<file path="src/design/cpuPkg.sv">
// CPU package: machine sizes, opcodes, and the memory and pipeline structs
package cpuPkg;

    localparam int dataWidth   = 16;
    localparam int addrWidth   = 8;
    localparam int memWords    = 256;
    localparam int regCount    = 8;
    localparam int regIdxWidth = 3;

    // Codes 4'hc to 4'hf are illegal
    typedef enum logic [3:0] {
        opAdd  = 4'h0,
        opSub  = 4'h1,
        opAnd  = 4'h2,
        opXor  = 4'h3,
        opAddi = 4'h4,
        opLd   = 4'h5,
        opSt   = 4'h6,
        opBeqz = 4'h7,
        opBnez = 4'h8,
        opJ    = 4'h9,
        opHalt = 4'ha,
        opNop  = 4'hb
    } opcodeE;

    typedef struct packed {
        logic                 valid;
        logic                 write;
        logic [addrWidth-1:0] addr;
        logic [dataWidth-1:0] wdata;
    } memReqS;

    typedef struct packed {
        logic                 valid;
        logic [addrWidth-1:0] pc;
        logic [dataWidth-1:0] instr;
    } ifIdS;

    // rs and rt carry the resolved source indices, not the raw fields
    typedef struct packed {
        logic                   valid;
        opcodeE                 op;
        logic [regIdxWidth-1:0] rd;
        logic [regIdxWidth-1:0] rs;
        logic [regIdxWidth-1:0] rt;
        logic [dataWidth-1:0]   a;
        logic [dataWidth-1:0]   b;
        logic [dataWidth-1:0]   imm;
        logic [addrWidth-1:0]   pc;
        logic                   writesReg;
    } idExS;

    typedef struct packed {
        logic                   valid;
        opcodeE                 op;
        logic [regIdxWidth-1:0] rd;
        logic [dataWidth-1:0]   result;
        logic [dataWidth-1:0]   storeData;
        logic                   writesReg;
    } exMemS;

    typedef struct packed {
        logic                   valid;
        logic [regIdxWidth-1:0] rd;
        logic [dataWidth-1:0]   data;
    } wbS;

endpackage

</file>
<file path="src/design/unifiedMemory.sv">
// Unified memory: program and data words, combinational read and clocked write
`timescale 1ns/1ps

module unifiedMemory (
    input  logic                         clk,
    input  cpuPkg::memReqS               bus,
    output logic [cpuPkg::dataWidth-1:0] rdata
);

    logic [cpuPkg::dataWidth-1:0] mem [cpuPkg::memWords];

    assign rdata = mem[bus.addr];

    always_ff @(posedge clk) begin
        if (bus.valid && bus.write) begin
            mem[bus.addr] <= bus.wdata;
        end
    end

endmodule

</file>
<file path="config.mk">
export PLATFORM = sky130hd
export DESIGN_NAME = unifiedMemory
export DESIGN_NICKNAME = d
export VERILOG_FILES = /design/src/design/cpuPkg.sv /design/src/design/unifiedMemory.sv
export SDC_FILE = /design/constraint.sdc
export NUM_CORES = 2
export LEC_CHECK = 0
export BUFFER_PORTS_ARGS = -buffer_cell sky130_fd_sc_hd__buf_4
export CAP_MARGIN = 20
export CORE_MARGIN = 5
export CORE_UTILIZATION = 57
export CTS_CLUSTER_SIZE = 12
export DETAILED_ROUTE_END_ITERATION = 8
export HOLD_SLACK_MARGIN = 0.05
export PLACE_DENSITY_LB_ADDON = 0.3
export SYNTH_ARGS = -nofsm -noshare
export SYNTH_HDL_FRONTEND = slang
export SYNTH_SLANG_ARGS = --single-unit
</file>
<file path="constraint.sdc">
create_clock -name clk -period 3 [get_ports clk]
set_input_delay 0.6 -clock clk [delete_from_list [all_inputs] [get_ports clk]]
set_output_delay 0.6 -clock clk [all_outputs]
set_load 0.02 [all_outputs]
</file>
# Yosys cells after proc, flatten, opt, wreduce, memory -nomap -nowiden
# Memories as Yosys holds them, arrays and structs flattened.
# Index checks and enable logic that the tools add are counted.
[word_totals] register_bits=0 n_memories=1 ramBits=4096 input_bits=27
[classes] n_reduce_logical=1 mux=2
[memory_table] memory="mem" depth=256 width=16 rd=1 rd_clocked_by_memory_dff=0 wr=1 line_no="unifiedMemory.sv:10" rtl="logic [cpuPkg::dataWidth-1:0] mem [cpuPkg::memWords];"
[op_table] cell="2-to-1 mux 1 bit" n=2
[op_table] cell="logical AND 1 bit" n=1

# Longest topological paths before layout
[logic_depth] ltp_word=3 ltp_mapped=8 depth_no_buf=5

# Worst setup path after synthesis
# Ideal clock, no wire load.
[synth_path] path_kind="in2out" start="input port bus[16] (netlist bit)" end="output port rdata[10] (netlist bit)" path_stages=7 setup_slack_ns=-0.315 arrival_ns=2.715 path_cell_list="buf_2 > buf_1 > mux4_2 > a22oi_1 > a21oi_1 > o41ai_1 > nand4_1"
[synth_via] elab_chain_cells=1
[synth_lines] element="start: declaration" line_no="unifiedMemory.sv:6" rtl="input cpuPkg::memReqS bus,"
[synth_lines] element="memory read (256 x 16 bit)"
[synth_lines] element="end: declaration" line_no="unifiedMemory.sv:7" rtl="output logic [cpuPkg::dataWidth-1:0] rdata"
# No other way between the ends.

# Final worst setup path
# Same ends and word-level chain as after synthesis.

==> impl_metrics.ini <==
[setup_path]
end_kind = primary output
startpoint = bus[16]
critical-path-max-stage-delay_ns = 0.50
worst-path-stages = 13
path_cells = buf_16 -> buf_16 -> buf_12 -> buf_6 -> buf_4 -> mux4_2 -> a22oi_2 -> a21oi_1 -> o41ai_2 -> buf_4 -> nand4_1 -> buf_4 -> buf_6
cpMostUsedCell = buf_4
crit_slowest_cell = mux4_2
cp_top_family = buffers and inverters
crit_type = in2out
arrival_ns = 3.79
cp.buffers_inverters = 8
start_kind = input pin
worst-path-max-fanout = 8
required_ns = 2.40
crit_end = rdata[10]

[synthesis]
syn_nets = 6715
syn_avg_cell_area_um2 = 23.1
synth_seq_area_share = 0.795
synth_cell_types = 20
synthesis.area_um2 = 155000
synth_seq_cells = 4096
synth_cells = 6688
synth_warnings = 0

[clocking]
clockRootBuffer = clkbuf_16
clkSlewWorstSetupHoldPaths_ns = 0.06
clock_sinks = 4096
cts_buffers = 410
cts_tree = done
cts_buffer_depth = 4
htree_levels = 5

[sta]
fmax_ghz = 0.228
drv_slew = 0
period_minus_slack_ns = 4.39
slew_headroom = 0.312
hold_viol_final = 0
rsz0062_at_grt = true
whs_ns = 0.104
worst_slew_pin_slew_ns = 1.03
finalSetupTns_ns = -19.30
setup_ws_ns = -1.39
period_share = 1.46
setup_viol = 16

[final_layout]
n_fill_cell = 15300
top_register = mem
layout_common_cells = edfxtp_1, mux4_2, buf_4, clkbuf_16, buf_12
final_nets = 7997
layout_commonest_cell = edfxtp_1
drive_above_1_share = 0.390
reg_top3 = mem (4096)
fin_util = 0.693
area_growth_syn_to_layout_pct = 21.1
largest_reg_flops = 4096

[place]
dp_hpwl_mm = 250
io_buffers = 42
place_congestion = 0.863

[global_route]
grt_max_degree = 117
grt_pass1_wl_mm = 599
grt_pass1_vias = 80900
antenna_found_initial = 15
overflow = 0
track_usage = 0.300

[detailed_routing]
met3_length_mm = 51.9
drcViolationCount = 0
wl_per_cell_um = 36.0
vias_per_cell = 6.87
wirelength_mm = 423
ant_nets = 0
wl_met1_mm = 147
drt_iter0_drc = 12900
via_count = 80800
wl_met2_mm = 203
top_layer_used = met5
detailedRoute.firstPassIterationCount = 6

[die]
core_um2 = 271000
die_area_um2 = 282000
die_x_um = 531
ios = 43
rows = 191
initial_core_util = 0.572
dieHeight_um = 531

[power]
leakage_nw = 59.3
ir_drop_uv = 552
p_per_area_nw_per_um2 = 621

[hold_path]
hold_class = in2reg
min_from = bus[8]

[status]
violations = setup timing
run_status = finished, violations left

[job]
drv_cap = 0
==> cells in the mapped netlist, drive strengths merged <==
cell type / number / area (um2)
a22oi: 512 / 3840
a21oi: 256 / 1280
mux4: 1024 / 23100
nand3: 4 / 20.0
nand4: 16 / 100
nand2b: 2 / 12.5
nor2b: 6 / 37.5
and4: 1 / 8.76
nor2: 259 / 972
or2: 1 / 6.26
nand2: 30 / 113
clkbuf: 269 / 1010
and2: 2 / 12.5
buf: 143 / 703
o41ai: 64 / 561
edfxtp: 4096 / 123000
nor3: 1 / 5.00
nor3b: 2 / 15.0
==> worst min-delay path by stage <==
stage	endpoint	depth (start not counted)	slack [ns]
5_1_grt	mem[84][8]$_DFFE_PP_	1	0.07
4_1_cts	mem[97][8]$_DFFE_PP_	1	0.05
2_1_floorplan	mem[0][0]$_DFFE_PP_	0	0.70
3_3_place_gp	mem[72][12]$_DFFE_PP_	1	0.90
6_report	mem[84][8]$_DFFE_PP_	1	0.10
3_5_place_dp	mem[75][12]$_DFFE_PP_	1	0.90
==> report_power, final <==
part / switching (mW) / internal, mW
logic: 4.25 / 3.01
registers: 0.0174 / 63.0
clock network: 20.6 / 25.5
total: 24.9 / 91.6
==> per-layer routing <==
layer  vias to the layer above  track usage
li1                      31400            -
met1                     42400        0.419
met5                         -            0
met4                         2        0.129
met2                      6098        0.465
met3                       929       0.0673
==> logic make-up (layout without fill, tap and decap cells) <==
logic type             count (synthesis)  in the layout  synth area share
buffers and inverters                412           1903            0.0111
multiplexers                        1024           1024             0.149
flip-flops                          4096           4096             0.795
other                                  0             11                 0
AO/OA/AOI/OAI                        832            832            0.0367
AND/OR/NAND/NOR                      324            324           0.00842
==> layout make-up <==
| cell class | count | area (um2) | share of cell area |
|---|---|---|---|
| antenna | 11 | 27.5 | 0.000147 |
| sequential | 4096 | 123000 | 0.656 |
| tap | 3570 | 4470 | 0.0238 |
| clock buffer | 503 | 10700 | 0.0571 |
| multi-input combinational | 2180 | 32600 | 0.174 |
| clock inverter | 118 | 962 | 0.00513 |
| timing repair buffer | 1282 | 15700 | 0.0837 |
==> per-stage QoR <==
stage	area [um2]	power, mW	worst slack (ns)	cells
after global routing	187000	120	-1.40	11800
after CTS	186000	116	-1.30	11700
final	187000	116	-1.39	11800
after floorplan	155000	67.0	-0.152	6688
after detailed placement	171000	70.5	-1.99	11000
after global placement	171000	70.4	-2.40	11000
==> repair_timing <==
item	in CTS	in global routing
hold buffers	2	0
setup buffers	53	85
hold endpoints to repair	28	0
pin swaps	88	106
gates resized for setup	388	217
gates cloned	14	8
endpoints found under the setup margin	16	16
Power figures use the tool's default switching activity.
