## src/design/cpuPkg.sv

```systemverilog
// CPU package: machine sizes, opcodes, and the memory and pipeline structs
package cpuPkg;

    localparam int dataWidth   = 16;
    localparam int addrWidth   = 8;
    localparam int memWords    = 256;
    localparam int regCount    = 8;
    localparam int regIdxWidth = 3;

    // Codes 4'hc to 4'hf are illegal
    typedef enum logic [3:0] {
        opAdd  = 4'h0,
        opSub  = 4'h1,
        opAnd  = 4'h2,
        opXor  = 4'h3,
        opAddi = 4'h4,
        opLd   = 4'h5,
        opSt   = 4'h6,
        opBeqz = 4'h7,
        opBnez = 4'h8,
        opJ    = 4'h9,
        opHalt = 4'ha,
        opNop  = 4'hb
    } opcodeE;

    typedef struct packed {
        logic                 valid;
        logic                 write;
        logic [addrWidth-1:0] addr;
        logic [dataWidth-1:0] wdata;
    } memReqS;

    typedef struct packed {
        logic                 valid;
        logic [addrWidth-1:0] pc;
        logic [dataWidth-1:0] instr;
    } ifIdS;

    // rs and rt carry the resolved source indices, not the raw fields
    typedef struct packed {
        logic                   valid;
        opcodeE                 op;
        logic [regIdxWidth-1:0] rd;
        logic [regIdxWidth-1:0] rs;
        logic [regIdxWidth-1:0] rt;
        logic [dataWidth-1:0]   a;
        logic [dataWidth-1:0]   b;
        logic [dataWidth-1:0]   imm;
        logic [addrWidth-1:0]   pc;
        logic                   writesReg;
    } idExS;

    typedef struct packed {
        logic                   valid;
        opcodeE                 op;
        logic [regIdxWidth-1:0] rd;
        logic [dataWidth-1:0]   result;
        logic [dataWidth-1:0]   storeData;
        logic                   writesReg;
    } exMemS;

    typedef struct packed {
        logic                   valid;
        logic [regIdxWidth-1:0] rd;
        logic [dataWidth-1:0]   data;
    } wbS;

endpackage

```

## src/design/fetchStage.sv

```systemverilog
// Fetch stage: program counter, instruction fetch requests and the fetch-to-decode register
`timescale 1ns/1ps

module fetchStage (
    input  logic                         clk,
    input  logic                         reset,
    input  logic                         run,
    input  logic                         stall,
    input  logic                         redirect,
    input  logic [cpuPkg::addrWidth-1:0] target,
    input  logic                         stop,
    input  logic                         grant,
    input  logic [cpuPkg::dataWidth-1:0] rdata,
    output cpuPkg::memReqS               req,
    output cpuPkg::ifIdS                 ifId
);

    logic [cpuPkg::addrWidth-1:0] pc;

    // Fetch is a read of address pc, never a write
    always_comb begin
        req.valid = run && !stop && !stall && !redirect;
        req.write = 1'b0;
        req.addr  = pc;
        req.wdata = '0;
    end

    always_ff @(posedge clk) begin
        if (reset) begin
            pc         <= '0;
            ifId.valid <= 1'b0;
        end else if (redirect) begin
            // Wrong-path word in ifId is dropped
            pc         <= target;
            ifId.valid <= 1'b0;
        end else if (!stall) begin
            if (req.valid && grant) begin
                ifId.valid <= 1'b1;
                ifId.pc    <= pc;
                ifId.instr <= rdata;
                pc         <= pc + 1;
            end else begin
                // Lost the memory or not running, so send a bubble
                ifId.valid <= 1'b0;
            end
        end
    end

endmodule

```

## config.mk

```make
export PLATFORM = sky130hd
export DESIGN_NAME = fetchStage
export DESIGN_NICKNAME = d
export VERILOG_FILES = /design/src/design/cpuPkg.sv /design/src/design/fetchStage.sv
export SDC_FILE = /design/constraint.sdc
export NUM_CORES = 1
export LEC_CHECK = 0
export BUFFER_PORTS_ARGS = -buffer_cell sky130_fd_sc_hd__buf_4
export CAP_MARGIN = 0
export CORE_MARGIN = 10
export CORE_UTILIZATION = 42
export CTS_CLUSTER_SIZE = 30
export DETAILED_ROUTE_END_ITERATION = 16
export PLACE_DENSITY = 0.82
export SYNTH_ARGS = -nofsm -noshare
export SYNTH_HDL_FRONTEND = slang
export SYNTH_SLANG_ARGS = --single-unit
```

## constraint.sdc

```tcl
create_clock -name clk -period 3.9 [get_ports clk]
set_input_delay 0.975 -clock clk [delete_from_list [all_inputs] [get_ports clk]]
set_output_delay 0.975 -clock clk [all_outputs]
set_load 0.02 [all_outputs]
```

== Yosys cells after proc, flatten, opt, wreduce, memory -nomap -nowiden ==
Index checks and enable logic that the tools add are counted.

* Bits in registers: 33
* Input bits: 31
* Output and inout bits: 51
* Logic and storage cells: 24

* Mux-type cells: 4
* Bitwise operators: 3
* Add/sub/neg operators: 1
* Equal/unequal tests: 1
* Reductions and logical operators: 11

{| class="wikitable"
|+ Operators by type and width
! cell !! count
|-
| $mux W8 || 3
|-
| $add A8 B1 Y8 const B || 1
|-
| $logic_and A1 B1 Y1 || 4
|-
| $reduce_and A4 Y1 || 1
|-
| $logic_not A1 Y1 || 3
|-
| $not A1 Y1 || 3
|-
| $ne A2 B1 Y1 const B || 1
|-
| $reduce_and A2 Y1 || 1
|-
| $reduce_bool A2 Y1 || 1
|-
| $reduce_or A2 Y1 || 1
|-
| $mux W1 || 1
|}

== Depth between registers and ports, before layout ==
* Depth in word-level cells: 8
* Depth in mapped cells: 5
* Mapped depth without buffers: 5

== Worst setup path after synthesis ==
OpenSTA, ideal clock, no wires.

* Path type: input to register
* Start: in redirect
* End: reg ifId[0] in the netlist's numbering, enable pin
* Cell stages on the path: 4
* Library setup time: 0.406 ns
* Path slack: 0.691 ns
* Data arrival time: 2.803 ns
* Path through: buf_6 -> nor4b_4 -> nand2_2 -> nor2_1

{| class="wikitable"
|+ RTL lines
! element !! RTL line !! source
|-
| start: declaration || fetchStage.sv:9 || <nowiki>input logic redirect,</nowiki>
|-
| end: declaration || fetchStage.sv:15 || <nowiki>output cpuPkg::ifIdS ifId</nowiki>
|}

==> impl_metrics.py <==
metrics = {
    "job": {
        "maxCapViolations": 0,
    },
    "pwr": {
        "power_mw": 0.6419,
        "power_frac_seq_pct": 61.0,
        "p_leak_nw": 0.7811,
        "p_per_area_mw_per_mm2": 342.5,
        "switching_share_pct": 24.54,
        "comb_power_share_pct": 12.6,
        "switchingPower_mw": 0.1575,
        "peakVddDrop_uv": 224.6,
        "intPower_mw": 0.4844,
        "power.share.clock_pct": 26.4,
    },
    "floorplanning": {
        "initial_core_util_pct": 44.23,
        "io_pins": 82,
        "coreArea_sq_mm": 0.003078,
        "dieWidth_um": 76.93,
        "die_h_um": 76.93,
        "fp-row-count": 20,
        "fp.dieArea_sq_mm": 0.005918,
    },
    "timing": {
        "fmax_ghz": 0.3774,
        "fin_tns_setup_ns": 0,
        "rsz0062_at_grt": "false",
        "finalMaxSlewViolations": 0,
        "finalClockSkew_ns": 0.002307,
        "setup_viol": 0,
        "hold_viol": 0,
        "fin_crit_ns": 2.650,
        "fin_crit_sh_pct": 67.95,
        "worst_slack_ns": 1.250,
    },
    "cells_and_area": {
        "nets": 202,
        "n_fill_cell": 266,
        "antennaDiodeCount": 0,
        "mostFrequentLayoutCells": "buf_4, edfxtp_1, conb_1, nand2_1, dfxtp_1",
        "stdcell_count": 215,
        "seq_area_sq_um": 900.9,
        "final_core_util_pct": 60.89,
        "final_common_cell": "buf_4",
        "area_delta_synth_final_pct": 37.68,
        "drive_gt1_share_pct": 46.20,
        "multi_input_area_sq_um": 372.9,
    },
    "cts": {
        "htreeDepth": 2,
        "clkLatencyLatePin_ns": 0.33,
        "post_cts_resized": 0,
        "path_clk_slew_ns": 0.09,
        "cts_sinks": 33,
        "cts_setup_buffers": 0,
        "clockRootBuffer": "clkbuf_4",
        "cts-hold-fix-buffers": 0,
        "cts_max_path_buffers": 2,
        "cts_buffers": 5,
        "tritoncts": "built",
    },
    "setup_path": {
        "arrival_ns": 1.67,
        "path_common_cell": "buf_4",
        "start_kind": "primary input",
        "required_ns": 2.92,
        "critPathLaunch": "redirect",
        "path_class": "primary input to primary output",
        "path_max_fanout": 10,
        "r2r_cells": 4,
        "critical-path-slowest-cell": "nor4b_4",
        "timing.rr.start": "pc[2]",
        "crit_path_max_incr_delay_ns": 0.34,
        "end_kind": "primary output",
        "crit_chain": "buf_4, nor4b_4, buf_4",
    },
    "synthesis": {
        "yosys.area_share.xor_xnor_pct": 1.930,
        "ys_seq_area_share_pct": 66.18,
        "async_reset_ff_share_pct": 0,
        "synth_edf_count": 24,
        "ys_ff_latch": 33,
        "yosys_warnings": 0,
        "avgSynthCellArea_sq_um": 13.48,
        "synth_area_sq_mm": 0.001361,
        "syn_inst": 101,
        "synth_ff_type": "edfxtp_1",
        "ys_types": 31,
        "synthAdderAreaFrac_pct": 0.9191,
        "synth_simple_gate_area_share_pct": 11.86,
        "synthMuxAreaShare_pct": 0,
        "synth_compound_area_share_pct": 7.813,
        "synth_top_family_by_area": "simple AND/OR/NAND/NOR gates",
    },
    "routing": {
        "detail-route-antenna-nets": 0,
        "routed_wl_mm": 3.294,
        "vias": 1013,
        "drtIter0Drc": 44,
        "drc": 0,
        "avgViaCountPerCell": 4.712,
        "wl_per_cell_um": 15.32,
        "drt_first_pass_iters": 4,
    },
    "global_route": {
        "grt_pass1_wl_mm": 5.140,
        "first_global_vias": 1107,
        "overflow": 0,
        "grt_use_total_pct": 11.00,
        "grt_max_degree": 26,
        "antenna_found_initial": 0,
    },
    "hold_path": {
        "hold_start": "ifId[24]",
        "whs_path_depth": 2,
        "hold_path_class": "flop to flop",
    },
    "placed_design": {
        "gp_congestion": 0.7828,
        "hpwlAfterDp_mm": 2.659,
        "port_buffers": 64,
        "dp.cells": 207,
        "place_ws_ns": 1.255,
    },
    "status": {
        "status": "completed",
    },
}
[final timing paths]
kind              endpoint  slack, ns
hold reg to reg   ifId[24]       0.49
hold / removal    ifId[24]       0.49
setup / recovery   req[25]       1.25
setup reg to reg     pc[6]       2.48
[cell usage after synthesis (2+ instances only)]
master | number | area share, %
nor2_1 | 5 | 1.4
or3_2 | 2 | 1.1
nand2_1 | 10 | 2.8
o211ai_1 | 2 | 1.1
buf_4 | 17 | 9.4
xnor2_1 | 2 | 1.3
nand3_1 | 4 | 1.5
dfxtp_1 | 9 | 13
edfxtp_1 | 24 | 53
a31oi_1 | 4 | 1.8
a211oi_1 | 2 | 1.1
[cell type report]
type,count,area share (%)
inverters,2,0.4005
flip-flops and latches,33,48.06
clock buffers,5,2.003
well taps,44,2.937
repair buffers,65,26.03
clock inverters,3,0.6676
multi-input cells,63,19.89
[flip-flops by register name (all words and copies together), names as in the netlist]
name  cells
ifId     25
pc        8
[cell families (layout without fill, tap and decap cells)]
family	after synthesis	in the layout
XOR/XNOR	3	3
other	1	17
AO/OA/AOI/OAI	14	14
adder cells (fa/ha/maj)	1	1
flip-flops	33	33
buffers and inverters	21	75
AND/OR/NAND/NOR	28	28
[metrics by stage]
stage	hold WS (ns)	cell area, sq um
finish	0.4911	1874
global route	0.5235	1874
CTS	0.4971	1874
detailed placement	0.4820	1824
global placement	0.4720	1824
floorplan	0.5375	1421
[power groups by stage]
stage	Sequential, mW	Combinational, mW	Clock [mW]
final	0.392	0.0811	0.169
after global routing	0.393	0.0872	0.191
after CTS	0.392	0.0805	0.180
after detailed placement	0.400	0.0805	0
after global placement	0.399	0.0787	0
after floorplan	0.407	0.0451	0
[critical path: cells and delay by family]
family | cells | cell delay [ns]
buf+inv | 2 | 0.36
simple gates | 1 | 0.34
[routing by layer]
metal | track usage (%) | routed length (um) | vias to the layer above | share of wire [%]
met5 | 0 | 0 | - | 0
met4 | 6.691 | 79 | 0 | 2.4
met3 | 6.527 | 385 | 8 | 12
met2 | 16.02 | 1463 | 77 | 44
met1 | 11.96 | 1366 | 454 | 41
li1 | - | - | 474 | -
No activity file was read; power rests on OpenSTA's default activity.
