[src/design/cpuPkg.sv]
// CPU package: machine sizes, opcodes, and the memory and pipeline structs
package cpuPkg;

    localparam int dataWidth   = 16;
    localparam int addrWidth   = 8;
    localparam int memWords    = 256;
    localparam int regCount    = 8;
    localparam int regIdxWidth = 3;

    // Codes 4'hc to 4'hf are illegal
    typedef enum logic [3:0] {
        opAdd  = 4'h0,
        opSub  = 4'h1,
        opAnd  = 4'h2,
        opXor  = 4'h3,
        opAddi = 4'h4,
        opLd   = 4'h5,
        opSt   = 4'h6,
        opBeqz = 4'h7,
        opBnez = 4'h8,
        opJ    = 4'h9,
        opHalt = 4'ha,
        opNop  = 4'hb
    } opcodeE;

    typedef struct packed {
        logic                 valid;
        logic                 write;
        logic [addrWidth-1:0] addr;
        logic [dataWidth-1:0] wdata;
    } memReqS;

    typedef struct packed {
        logic                 valid;
        logic [addrWidth-1:0] pc;
        logic [dataWidth-1:0] instr;
    } ifIdS;

    // rs and rt carry the resolved source indices, not the raw fields
    typedef struct packed {
        logic                   valid;
        opcodeE                 op;
        logic [regIdxWidth-1:0] rd;
        logic [regIdxWidth-1:0] rs;
        logic [regIdxWidth-1:0] rt;
        logic [dataWidth-1:0]   a;
        logic [dataWidth-1:0]   b;
        logic [dataWidth-1:0]   imm;
        logic [addrWidth-1:0]   pc;
        logic                   writesReg;
    } idExS;

    typedef struct packed {
        logic                   valid;
        opcodeE                 op;
        logic [regIdxWidth-1:0] rd;
        logic [dataWidth-1:0]   result;
        logic [dataWidth-1:0]   storeData;
        logic                   writesReg;
    } exMemS;

    typedef struct packed {
        logic                   valid;
        logic [regIdxWidth-1:0] rd;
        logic [dataWidth-1:0]   data;
    } wbS;

endpackage

[src/design/memStage.sv]
// Memory stage: load and store requests, write-back register, halt and error flags
`timescale 1ns/1ps

module memStage (
    input  logic                         clk,
    input  logic                         reset,
    input  cpuPkg::exMemS                exMem,
    input  logic                         grant,
    input  logic [cpuPkg::dataWidth-1:0] rdata,
    output cpuPkg::memReqS               req,
    output cpuPkg::wbS                   wb,
    output logic                         halted,
    output logic                         err
);

    logic active;
    logic isLoad;
    logic isStore;
    logic legal;
    logic lost;

    // Nothing behind a halt or an error may retire
    assign active  = exMem.valid && !halted;
    assign isLoad  = exMem.op == cpuPkg::opLd;
    assign isStore = exMem.op == cpuPkg::opSt;

    always_comb begin
        case (exMem.op)
            cpuPkg::opAdd, cpuPkg::opSub, cpuPkg::opAnd, cpuPkg::opXor,
            cpuPkg::opAddi, cpuPkg::opLd, cpuPkg::opSt, cpuPkg::opBeqz,
            cpuPkg::opBnez, cpuPkg::opJ, cpuPkg::opHalt, cpuPkg::opNop: legal = 1'b1;
            default: legal = 1'b0;
        endcase
    end

    always_comb begin
        req.valid = active && (isLoad || isStore);
        req.write = isStore;
        req.addr  = exMem.result[cpuPkg::addrWidth-1:0];
        req.wdata = exMem.storeData;
    end

    // Access taken by the loader while the core runs
    assign lost = req.valid && !grant;

    always_ff @(posedge clk) begin
        if (reset) begin
            wb.valid <= 1'b0;
            halted   <= 1'b0;
            err      <= 1'b0;
        end else begin
            wb.valid <= active && legal && !lost && exMem.writesReg && exMem.rd != '0;
            wb.rd    <= exMem.rd;
            wb.data  <= isLoad ? rdata : exMem.result;
            if (active && (!legal || lost)) begin
                err    <= 1'b1;
                halted <= 1'b1;
            end else if (active && exMem.op == cpuPkg::opHalt) begin
                halted <= 1'b1;
            end
        end
    end

endmodule

[config.mk]
export PLATFORM = sky130hd
export DESIGN_NAME = memStage
export DESIGN_NICKNAME = d
export VERILOG_FILES = /design/src/design/cpuPkg.sv /design/src/design/memStage.sv
export SDC_FILE = /design/constraint.sdc
export NUM_CORES = 1
export LEC_CHECK = 0
export ABC_AREA = 1
export BUFFER_PORTS_ARGS = -buffer_cell sky130_fd_sc_hd__clkbuf_2
export CAP_MARGIN = 10
export CORE_MARGIN = 2
export CORE_UTILIZATION = 38
export CTS_BUF_LIST = sky130_fd_sc_hd__clkbuf_4 sky130_fd_sc_hd__clkbuf_8
export CTS_CLUSTER_DIAMETER = 120
export CTS_CLUSTER_SIZE = 30
export DETAILED_ROUTE_END_ITERATION = 7
export GPL_ROUTABILITY_DRIVEN = 0
export GPL_TIMING_DRIVEN = 0
export PLACE_DENSITY = 0.91
export SYNTH_ARGS = -nofsm -noshare
export SYNTH_HDL_FRONTEND = slang
export SYNTH_SLANG_ARGS = --single-unit
export TNS_END_PERCENT = 100
[constraint.sdc]
create_clock -name clk -period 1.3 [get_ports clk]
set_input_delay 0.26 -clock clk [delete_from_list [all_inputs] [get_ports clk]]
set_output_delay 0.26 -clock clk [all_outputs]
set_load 0.05 [all_outputs]
Word-level counts from Yosys, hierarchy flattened
Memories as Yosys holds them, arrays and structs flattened.
Index checks and enable logic that the tools add are counted.
{"block": "word_totals", "rom_bits": 16, "wordCells": 29, "output_inout_bits": 48, "register_bits": 22, "n_memories": 1, "in_bits": 60}
{"block": "op_classes", "reduce_logical": 17, "n_eq_ne": 3, "n_mux": 3}
{"name": "(name not given)", "depth": 16, "word_bits": 1, "rd": 1, "rd_ports_with_merged_regs": 0, "wr": 0, "line": "memStage.sv:28", "rtl": "case (exMem.op)"}
{"operator": "16-bit 2-to-1 mux", "n": 1}
{"operator": "1-bit logical AND", "n": 9}
{"operator": "4-bit by 3-bit equality test with 1-bit output (second input constant)", "n": 2}
{"operator": "4-bit equality test (second input constant)", "n": 1}
{"operator": "1-bit logical NOT", "n": 4}
{"operator": "3-bit nonzero test", "n": 1}
{"operator": "1-bit logical OR", "n": 2}
{"operator": "1-bit 2-to-1 mux", "n": 2}
{"operator": "2-bit nonzero test", "n": 1}

Depth between registers and ports, before layout
{"block": "depth", "word_depth": 8, "ltp_mapped": 8, "depth_no_buf": 8}

Worst setup path before layout
Ideal clock, no wire load.
{"block": "synth_timing", "path_kind": "register to output", "start": "register halted", "end": "output port req[25] (netlist bit)", "path_slack_ns": -0.850, "t_arrival_ns": 1.890, "path_buffers": 0, "required_time_ns": 1.040, "stages_incl_launch_ff": 3, "path_cell_list": "dfxtp_1 > nor2_1 > a21boi_0"}
{"item": "start: declaration", "line": "memStage.sv:12", "rtl": "output logic halted,"}
{"item": "start signal: assignment", "line": "memStage.sv:49", "rtl": "halted <= 1'b0;"}
{"item": "start signal: assignment", "line": "memStage.sv:57", "rtl": "halted <= 1'b1;"}
{"item": "start signal: assignment", "line": "memStage.sv:59", "rtl": "halted <= 1'b1;"}
{"item": "end: declaration", "line": "memStage.sv:10", "rtl": "output cpuPkg::memReqS req,"}

==> results.py <==
metrics = {
    "run_status": {
        "status": "complete, but fails checks",
        "violations": "setup timing",
    },
    "clock_network": {
        "cts_buffer_depth": 2,
        "clk_pin_slew_worst_paths_ns": 0.12,
        "numCtsBuffers": 3,
        "clk_root_buffer_cell": "clkbuf_4",
        "holdBufCountCts": 0,
        "cts_tree": "done",
        "worstSkewPairLatency_ns": 0.30,
        "cts_sinks": 22,
        "h-tree-depth": 1,
    },
    "floorplanning": {
        "coreArea_um2": 3000,
        "num_rows": 20,
        "die-area_um2": 3560,
        "die_h_um": 59.7,
        "die_x_um": 59.7,
        "initial_core_util_pct": 39.2,
        "ioPinCount": 108,
    },
    "global_route": {
        "grt_pass1_wl_um": 3840,
        "grt-ovfl-total": 0,
        "grt_pass1_vias": 974,
        "grt_usage_pct": 14.8,
        "grt_max_degree": 21,
        "antenna_found_initial": 0,
    },
    "power_and_ir_drop": {
        "powerDensity_nw_per_um2": 1040,
        "power.static_leakage_nw": 0.963,
        "peakVddDrop_mv": 0.452,
        "total_power_mw": 1.83,
    },
    "timing": {
        "setup_violations": 1,
        "post-route-min-period_ns": 1.34,
        "clock.fmax_ghz": 0.748,
        "rsz0062_at_grt": "true",
        "fin_ws_ns": -0.0362,
        "final_hold_viol_count": 0,
        "tightestPinTransition_ns": 0.752,
        "final_max_slew_viol_count": 0,
        "clock_skew_ns": 0.000168,
        "slew_headroom_pct": 49.8,
        "min_period_over_period_pct": 103,
    },
    "hold_path": {
        "hold_path.class": "in -> reg",
        "whs_path_depth": 2,
    },
    "synth": {
        "synth_cell_types": 18,
        "synth_ff_type": "edfxtp_1",
        "synth_top_area_share_pct": 48.4,
        "yosys_warnings": 0,
        "synthCells": 90,
        "ys_seq_area_share_pct": 53.5,
        "syn_area_per_cell_um2": 13.1,
        "async_flop_share_pct": 0,
        "netlist_area_um2": 1180,
        "yosysMostFrequentCell": "buf_4",
        "synth_edf_count": 19,
        "netlist_top_cells_count": "buf_4, edfxtp_1, mux2_4",
        "synth-seq-cells": 22,
        "syn-num-nets": 150,
        "synth_largest_area_cell": "edfxtp_1",
        "synth_area_leaders": "edfxtp_1, buf_4, mux2_4",
    },
    "drt": {
        "routed_via_density": 4.41,
        "drtIter0Drc": 25,
        "ant_nets": 0,
        "wire_per_inst_um": 12.3,
        "routed-via-count": 974,
        "wl_um": 2710,
        "firstDrtPassIters": 2,
        "remaining_drc_errors": 0,
    },
    "layout": {
        "n_fill_cell": 255,
        "drive_gt1_share_pct": 78.2,
        "syn_to_final_growth_pct": 50.0,
        "fin_nets": 249,
        "final_util_pct": 58.9,
        "antenna_cells": 0,
    },
    "critical_path": {
        "rr_endpoint": "halted",
        "start_kind": "flip-flop",
        "worstPathArrival_ns": 1.08,
        "worstSetupPathType": "reg -> out",
        "cp-endpoint": "req[25]",
        "end_kind": "primary output",
        "reg2regPathDepth": 6,
        "crit_start": "halted",
        "r2r-start": "halted",
        "worst-r2r-setup-slack_ns": 0.34,
        "cp_max_fo": 2,
        "cp_data_required_time_ns": 1.04,
    },
    "placed_design": {
        "hpwl_um": 2260,
        "io_buffers": 91,
        "dp_worst_setup_slack_ns": -0.190,
    },
    "job": {
        "drv_cap": 0,
    },
}
## per-stage QoR
step	TNS (ns)	cells	area, µm²	hold slack [ns]
global route	-0.107	221	1770	0.119
detailed placement	-1.31	214	1690	0.441
floorplan	0	90	1190	0.322
CTS	-0.0648	221	1760	0.123
global placement	-0.771	214	1690	0.435
finish	-0.0362	221	1770	0.130
## layer usage
layer | GRT usage (%) | vias to the layer above | wire (µm)
met5 | 0 | - | 0
met2 | 31.7 | 63 | 1600
li1 | - | 477 | -
met1 | 12.5 | 430 | 847
met3 | 2.81 | 4 | 222
met4 | 6.03 | 0 | 40
## critical path: stages (launching register included)
cell and delay [ns]:
dfxtp_2 0.35, nor2_4 0.08, a21boi_4 0.18, buf_8 0.16
## flip-flops by register name (all words and copies together), names as in the netlist
register,flops
halted,1
wb,20
err,1
## report_power, final
part	leakage, nW	internal [mW]	switching (mW)
Sequential	0.211	0.830	0.0159
Clock	0.0154	0.112	0.197
Combinational	0.737	0.216	0.462
## worst min-delay path by stage
stage / slack [ns] / end / start
6_report: 0.13 / halted / reset
5_1_grt: 0.12 / halted / reset
4_1_cts: 0.12 / halted / reset
3_5_place_dp: 0.44 / err / err
3_3_place_gp: 0.44 / err / err
2_1_floorplan: 0.32 / halted / reset
## layout make-up
| cell class | instances | area [µm²] | share of cell area (%) |
|---|---|---|---|
| Sequential cell | 22 | 632 | 35.7 |
| Timing Repair Buffer | 94 | 499 | 28.2 |
| Multi-Input combinational cell | 34 | 337 | 19.0 |
| Buffer | 26 | 203 | 11.5 |
| Tap cell | 33 | 41.3 | 2.34 |
| Inverter | 8 | 30.0 | 1.70 |
| Clock buffer | 3 | 22.5 | 1.27 |
| Clock inverter | 1 | 3.75 | 0.212 |
## timing repair
| action | CTS | global route |
|---|---|---|
| pin swaps | 1 | 0 |
| gates resized for setup | 6 | 3 |
| setup buffers | 3 | 0 |
| hold endpoints to repair | 0 | 0 |
| setup endpoints to repair | 2 | 3 |
## cells in the final DEF (no fill, tap or decap)
cell type	instances
dfxtp_2	1
nand2_4	1
inv_1	7
buf_8	2
a41oi_1	1
nor3_1	2
nand3_1	2
edfxtp_1	19
mux2_2	7
mux2_4	9
nor2_2	1
buf_4	29
clkinv_1	1
a21boi_4	1
a21oi_1	2
nand2_1	4
clkbuf_2	88
clkbuf_4	3
nor2_1	1
clkbuf_8	1
inv_2	1
dfxtp_1	2
nand2_2	1
nor2_4	2
## kinds of logic (layout without fill, tap and decap cells)
kind of cell | after synthesis | count (layout) | synth area share, %
simple gates | 14 | 14 | 6.37
buf+inv | 34 | 132 | 19.7
flops | 22 | 22 | 53.5
mux | 16 | 16 | 18.2
compound gates | 4 | 4 | 2.23
No activity file was read; power rests on OpenSTA's default activity.
