--- config.mk ---
export PLATFORM = sky130hd
export DESIGN_NAME = executeStage
export DESIGN_NICKNAME = d
export VERILOG_FILES = /design/src/design/cpuPkg.sv /design/src/design/executeStage.sv
export SDC_FILE = /design/constraint.sdc
export NUM_CORES = 1
export LEC_CHECK = 0
export ABC_AREA = 1
export BUFFER_PORTS_ARGS = -buffer_cell sky130_fd_sc_hd__buf_2
export CAP_MARGIN = 20
export CELL_PAD_IN_SITES_DETAIL_PLACEMENT = 0
export CELL_PAD_IN_SITES_GLOBAL_PLACEMENT = 1
export CORE_MARGIN = 2
export CORE_UTILIZATION = 35
export DETAILED_ROUTE_END_ITERATION = 7
export HOLD_SLACK_MARGIN = 0.03
export PLACE_DENSITY = 0.87
export SYNTH_ARGS = -nofsm -noshare
export SYNTH_HDL_FRONTEND = slang
export SYNTH_SLANG_ARGS = --single-unit
export TNS_END_PERCENT = 10
--- constraint.sdc ---
create_clock -name clk -period 4.9 [get_ports clk]
set_input_delay 0 -clock clk [delete_from_list [all_inputs] [get_ports clk]]
set_output_delay 0 -clock clk [all_outputs]
set_load 0.03 [all_outputs]
--- src/design/cpuPkg.sv ---
// CPU package: machine sizes, opcodes, and the memory and pipeline structs
package cpuPkg;

    localparam int dataWidth   = 16;
    localparam int addrWidth   = 8;
    localparam int memWords    = 256;
    localparam int regCount    = 8;
    localparam int regIdxWidth = 3;

    // Codes 4'hc to 4'hf are illegal
    typedef enum logic [3:0] {
        opAdd  = 4'h0,
        opSub  = 4'h1,
        opAnd  = 4'h2,
        opXor  = 4'h3,
        opAddi = 4'h4,
        opLd   = 4'h5,
        opSt   = 4'h6,
        opBeqz = 4'h7,
        opBnez = 4'h8,
        opJ    = 4'h9,
        opHalt = 4'ha,
        opNop  = 4'hb
    } opcodeE;

    typedef struct packed {
        logic                 valid;
        logic                 write;
        logic [addrWidth-1:0] addr;
        logic [dataWidth-1:0] wdata;
    } memReqS;

    typedef struct packed {
        logic                 valid;
        logic [addrWidth-1:0] pc;
        logic [dataWidth-1:0] instr;
    } ifIdS;

    // rs and rt carry the resolved source indices, not the raw fields
    typedef struct packed {
        logic                   valid;
        opcodeE                 op;
        logic [regIdxWidth-1:0] rd;
        logic [regIdxWidth-1:0] rs;
        logic [regIdxWidth-1:0] rt;
        logic [dataWidth-1:0]   a;
        logic [dataWidth-1:0]   b;
        logic [dataWidth-1:0]   imm;
        logic [addrWidth-1:0]   pc;
        logic                   writesReg;
    } idExS;

    typedef struct packed {
        logic                   valid;
        opcodeE                 op;
        logic [regIdxWidth-1:0] rd;
        logic [dataWidth-1:0]   result;
        logic [dataWidth-1:0]   storeData;
        logic                   writesReg;
    } exMemS;

    typedef struct packed {
        logic                   valid;
        logic [regIdxWidth-1:0] rd;
        logic [dataWidth-1:0]   data;
    } wbS;

endpackage

--- src/design/executeStage.sv ---
// Execute stage: operand forwarding, ALU, branch resolution and the execute-to-memory register
`timescale 1ns/1ps

module executeStage (
    input  logic                         clk,
    input  logic                         reset,
    input  cpuPkg::idExS                 idEx,
    input  cpuPkg::exMemS                exMemFwd,
    input  cpuPkg::wbS                   wbFwd,
    output logic                         flush,
    output logic [cpuPkg::addrWidth-1:0] target,
    output cpuPkg::exMemS                exMem
);

    logic [cpuPkg::dataWidth-1:0] opA;
    logic [cpuPkg::dataWidth-1:0] opB;
    logic [cpuPkg::dataWidth-1:0] result;
    logic                         taken;

    // Youngest producer wins; a load in exMem has no data yet
    function automatic logic [cpuPkg::dataWidth-1:0] forward(
        input logic [cpuPkg::regIdxWidth-1:0] idx,
        input logic [cpuPkg::dataWidth-1:0]   regVal,
        input cpuPkg::exMemS                  ex,
        input cpuPkg::wbS                     w
    );
        if (idx == '0) begin
            return regVal;
        end else if (ex.valid && ex.writesReg && ex.op != cpuPkg::opLd && ex.rd == idx) begin
            return ex.result;
        end else if (w.valid && w.rd == idx) begin
            return w.data;
        end
        return regVal;
    endfunction

    always_comb begin
        opA    = forward(idEx.rs, idEx.a, exMemFwd, wbFwd);
        opB    = forward(idEx.rt, idEx.b, exMemFwd, wbFwd);
        // Address and addi sum by default
        result = opA + idEx.imm;
        taken  = 1'b0;
        case (idEx.op)
            cpuPkg::opAdd:  result = opA + opB;
            cpuPkg::opSub:  result = opA - opB;
            cpuPkg::opAnd:  result = opA & opB;
            cpuPkg::opXor:  result = opA ^ opB;
            cpuPkg::opBeqz: taken = (opA == '0);
            cpuPkg::opBnez: taken = (opA != '0);
            cpuPkg::opJ:    taken = 1'b1;
            default: begin
            end
        endcase
    end

    assign flush  = idEx.valid && taken;
    assign target = idEx.pc + 1 + idEx.imm[cpuPkg::addrWidth-1:0];

    always_ff @(posedge clk) begin
        if (reset) begin
            exMem.valid <= 1'b0;
        end else begin
            exMem.valid     <= idEx.valid;
            exMem.op        <= idEx.op;
            exMem.rd        <= idEx.rd;
            exMem.result    <= result;
            exMem.storeData <= opB;
            exMem.writesReg <= idEx.writesReg;
        end
    end

endmodule

== Word level (Yosys, flattened, before mapping) ==
Cells that the tools add are included.

* Eq/ne operators: 11
* $add $sub $neg: 5
* Reduce and logical (&&, ||, !) cells: 12
* Bitwise gates (word level): 2
* Multiplexer cells: 16

{| class="wikitable"
|+ Operator list
! cell !! number
|-
| $mux 16 || 8
|-
| $pmux 16 s4 || 1
|-
| $add 16x16->16 || 2
|-
| $and 16x16->16 || 1
|-
| $logic_not 16->1 || 1
|-
| $reduce_bool 16->1 || 1
|-
| $sub 16x16->16 || 1
|-
| $xor 16x16->16 || 1
|-
| $eq 3x3->1 || 4
|-
| $add 8x1->8 const B || 1
|-
| $add 8x8->8 || 1
|-
| $eq 4x2->1 const B || 2
|-
| $eq 4x4->1 const B || 2
|-
| $logic_and 1x1->1 || 7
|-
| $logic_not 3->1 || 2
|-
| $mux 1 || 6
|-
| $eq 4x1->1 const B || 1
|-
| $eq 4x3->1 const B || 1
|-
| $logic_not 4->1 || 1
|-
| $ne 4x3->1 const B || 1
|-
| $pmux 1 s3 || 1
|}

* Output and inout bits: 50
* Register bits: 41
* Input port bits: 134
* Logic and storage cells: 52

== Longest topological paths before layout ==
* Word-level depth: 9
* Gate-level depth with buffers: 31
* Depth with buffers taken out: 30

== Least setup slack after synthesis ==
No wires, ideal clock.

* Path type: input-to-reg
* Start: input port exMemFwd[38] in the netlist's numbering
* End: register exMem[30] in the netlist's numbering, data pin
* Data arrival time: 3.248 ns
* Cell stages on the path: 25
* Path buffers: 1
* Slack: 1.393 ns
* Setup time: 0.259 ns
* Data required time: 4.641 ns
* Cell sequence: nand2_1 inv_1 a21oi_4 nand3_4 a21oi_4 buf_6 nand2_2 nand2_4 ha_1 nand2_1 nor3_2 nand4_1 nor2_1 nor2_1 a21oi_1 o21ai_1 nand2_1 ha_1 nand2_1 nor2_1 or2_2 a221o_1 or2_2 nand3_1 nand3_1

* Longest elaborated chain between the ends: 8
* Elaborated cells on any way between the ends: 20
* Those cells by class: add/sub (3); eq/ne (1); mux (11); bitwise (2); reduce/logical (3)

{| class="wikitable"
|+ RTL lines
! item !! RTL line !! text
|-
| start, declared || executeStage.sv:8 || <nowiki>input cpuPkg::exMemS exMemFwd,</nowiki>
|-
| $ne 4x3->1 * || executeStage.sv:29 || <nowiki>end else if (ex.valid && ex.writesReg && ex.op != cpuPkg::opLd && ex.rd == idx) begin</nowiki>
|-
| $logic_and 1x1->1 * || executeStage.sv:29 ||
|-
| $logic_and 1x1->1 || executeStage.sv:29 ||
|-
| $mux 16 / $mux 1 (equally long branches) || executeStage.sv:29 ||
|-
| $mux 16 / $mux 1 (equally long branches) || executeStage.sv:27 || <nowiki>if (idx == '0) begin</nowiki>
|-
| $mux 16 || executeStage.sv:34 || <nowiki>return regVal;</nowiki>
|-
| $add 16x16->16 (tied with other cells) || executeStage.sv:41 || <nowiki>result = opA + idEx.imm;</nowiki>
|-
| $pmux 16 s4 * || executeStage.sv:43 || <nowiki>case (idEx.op)</nowiki>
|-
| named net result, one bit || executeStage.sv:17 || <nowiki>logic [cpuPkg::dataWidth-1:0] result;</nowiki>
|-
| end, declared || executeStage.sv:12 || <nowiki>output cpuPkg::exMemS exMem</nowiki>
|}

The timed path passes the listed nets; every way through them passes the cells marked *.
A chain may end at the register's enable or synchronous reset.

== Final worst setup path ==
* Start: input port idEx[69] in the netlist's numbering
* End: register exMem[31] in the netlist's numbering, data pin

* Longest elaborated chain between the ends: 2
* Elaborated cells on any way between the ends: 5
* Those cells by class: eq/ne (3); mux (1); reduce/logical (1)

{| class="wikitable"
|+ RTL lines
! item !! RTL line !! text
|-
| start, declared || executeStage.sv:7 || <nowiki>input cpuPkg::idExS idEx,</nowiki>
|-
| $eq 4x2->1 (tied with other cells) || executeStage.sv:43 ||
|-
| $pmux 16 s4 * || executeStage.sv:43 ||
|-
| named net result, one bit || executeStage.sv:17 ||
|}

Marked as above.

==> metrics.md <==
| Metric | Value |
|---|---|
| Tot Pwr | `0.00151 W` |
| Vias in the first global route | `4762` |
| Slew margin rel. | `57.5%` |
| RD Place Congestion | `0.871` |
| Most frequent cells in the layout | `nand2_1 (207), buf_2 (167), inv_1 (81)` |
| Peak VDD IR | `0.164 mV` |
| Top cell type's share of synthesized area | `between 20 and 30%` |
| Final setup violation count | `0` |
| Tcrit/Tclk final | `slightly above 80%` |
| Chip width | `~120 um` |
| Leak | `3.08 nW` |
| RSZ-0062 raised after global routing | `no` |
| Critical Path RT | `4.93 ns` |
| Warnings, synthesis | `0` |
| Post-Route WL | `14.3 mm` |
| FP Rows | `42` |
| Most common cell after layout, fill and taps aside | `nand2_1` |
| Synthesized flop and latch total | `between 40 and 50` |
| CP Capture Type | `flip-flop` |
| Post-CTS setup buffers | `0` |
| TritonRoute pass-1 iters | `5` |
| 1st-iter DRT viols | `302` |
| Cell taking the most area after synthesis | `edfxtp_1` |
| Final net count | `1029` |
| CTS tree | `done` |
| Setup CP Type | `in2reg` |
| Maxcap violations | `0` |
| Crit path time final | `4.04 ns` |
| Synth area leaders | `edfxtp_1 (26%), nand2_1 (17%), ha_1 (11%)` |
| WL/cell | `13.9 um` |
| Top flop regs | `exMem x41` |
| Num Clock Sinks | `41` |
| FILL cells | `between 1000 and 1500` |
| Largest register by flop count | `exMem` |
| Worst setup SP type | `input port` |
| IO Port Bufs | `167` |
| PD cells | `252 nW/um^2` |
| Cells after Synth | `approximately 670` |
| CTS max path bufs | `2` |
| Vias per inst | `4.88` |
| Core Footprint | `13200 um^2` |
| Final hold vios | `0` |
| Global route total overflow | `0` |
| Crit path arrival time | `4.06 ns` |
| Most used DFF post-synth | `edfxtp_1` |
| Largest net degree at the start of global routing | `41` |
| Fin Setup TNS | `0 ns` |
| Vias post-DR | `5021` |
| Worst-path maximum fanout | `5` |
| Final Slew Violations | `0` |
| Die height | `between 100 and 150 um` |
| Number of antenna violations at the first check in global routing | `0` |
| First-pass GRT wire length | `23.2 mm` |
| Max reg flops | `41` |
| Number of routed nets with antenna violations | `0` |
| Synth-to-layout area growth | `28.1%` |
| Clock Tree Root | `clkbuf_16` |
| Fmax | `about 250 MHz` |
| Antenna Cells | `0` |
| GRT Util Overall | `20.2%` |
| Yosys cell types | `47` |
| Num CTS Buffers | `5` |
| Hpwl dp | `between 10 and 15 mm` |
| Worst-Margin Slew | `0.630 ns` |
| Starting Density | `35.6%` |
| Post_cts resized | `0` |
| Syn_nets | `approximately 850` |
| Async set-reset flop share out of synthesis | `0%` |
| Syn avg cell area | `6.99 um^2` |
| Post-Syn Area | `4690 um^2` |
| Clock Pin Slew Worst Setup and Hold Paths | `0.06 ns` |
| Register Area | `1220 um^2` |
| Status | `finished, final reports clean` |
| Worst min path class | `in2reg` |
| H-tree levels | `2` |
| Die area | `14300 um^2` |
| Share of cells above drive strength 1 | `26.6%` |
| Register area share after synthesis | `a little over a quarter` |
| # DRC | `0` |
| I/O pin cnt | `approximately 180` |
| Post-synth EDFFs | `40` |
| Footprint of the multi-input gates | `3080 um^2` |
==> worst max-delay path, stage by stage <==
cell and delay (ns):
dlygate4sd3_1 0.53, buf_2 0.14, nor2_1 0.13, inv_1 0.10, nor3_1 0.46, inv_1 0.16
o311ai_0 0.48, nand2_1 0.11, ha_1 0.36, a21oi_1 0.16, inv_1 0.05, a31oi_1 0.21
o21ai_0 0.14, nand2_1 0.11, nand2_1 0.06, a21oi_1 0.20, o21ai_0 0.14, nand2_1 0.10
nand2_1 0.05, a21oi_1 0.18, nand2_1 0.07, nand2_1 0.06, o21bai_1 0.07
==> stage by stage <==
step	cell area [um^2]	hold WS, ns	util, %	setup WS (ns)	cells
after detailed placement	5750	0.178	43.6	0.667	1011
after floorplan	4690	0.0724	-	1.39	671
after global placement	5750	0.177	43.6	0.715	1011
after global routing	6010	0.0666	45.6	0.287	1028
after CTS	6010	0.0493	45.6	0.884	1028
final	6010	0.0749	45.6	0.865	1028
==> logic make-up (layout without fill, tap and decap cells) <==
group	count (synthesis)	in the layout	synth area share, %
buffers and inverters	98	279	8.37
DFF	41	41	26.0
xor gates and xnor gates	29	29	5.57
AOI/OAI and AO/OA	126	126	16.1
adders and majority gates	44	44	12.1
and+or+nand+nor	332	332	31.7
muxes	1	1	0.213
==> synthesized netlist by cell type (2+ instances only) <==
library cell,n
nor3_1,10
o21bai_1,3
ha_1,42
nand3_1,28
or2_2,4
nand2_4,2
and2_1,2
nor2_2,4
o21ai_1,8
nor4_1,6
buf_6,3
a22o_1,3
nand2_1,207
xnor2_1,11
inv_1,81
a21oi_4,2
a31oi_1,4
inv_2,3
nand3_4,2
o31ai_1,2
o21ai_0,48
fa_1,2
buf_2,2
nor2_1,36
nand2_2,17
edfxtp_1,40
o211ai_1,12
o311ai_0,2
nor3b_1,2
nand4_1,8
a21oi_1,34
xor2_1,17
a221o_1,2
clkbuf_1,9
==> worst paths after layout <==
path / from / endpoint / slack (ns) / cells past startpoint
hold / removal: idEx[66] / exMem[36]$_DFFE_PN_ / 0.07 / 1
setup / recovery: idEx[69] / exMem[31]$_DFFE_PN_ / 0.86 / 23
==> timing repair <==
action	4_1_cts	5_1_grt
setup endpoints to repair	0	0
endpoints found under the hold margin	8	0
hold buffers	9	0
==> power breakdown <==
group	leakage (nW)	internal, W	switching (W)
Sequential	0.400	0.000448	0.0000127
Combinational	2.60	0.000237	0.000444
Clock	0.0775	0.000238	0.000133
Total	3.08	0.000924	0.000589
==> final cells by class <==
| class | count | area share [%] |
|---|---|---|
| tap | 176 | 3.66 |
| sequential | 41 | 20.3 |
| timing repair buffer | 187 | 16.8 |
| multi-input combinational | 532 | 51.2 |
| clock buffer | 5 | 2.08 |
| inverter | 84 | 5.25 |
| clock inverter | 3 | 0.687 |
==> layer usage <==
| metal | vias up | wire length (um) | GRT usage, % |
|---|---|---|---|
| li1 | 2611 | - | - |
| met1 | 2227 | 6520 | 26.5 |
| met2 | 156 | 6630 | 34.9 |
| met3 | 27 | 747 | 2.90 |
| met4 | 0 | 387 | 5.37 |
| met5 | - | 0 | 0 |
(Power assumes the default switching activity.)
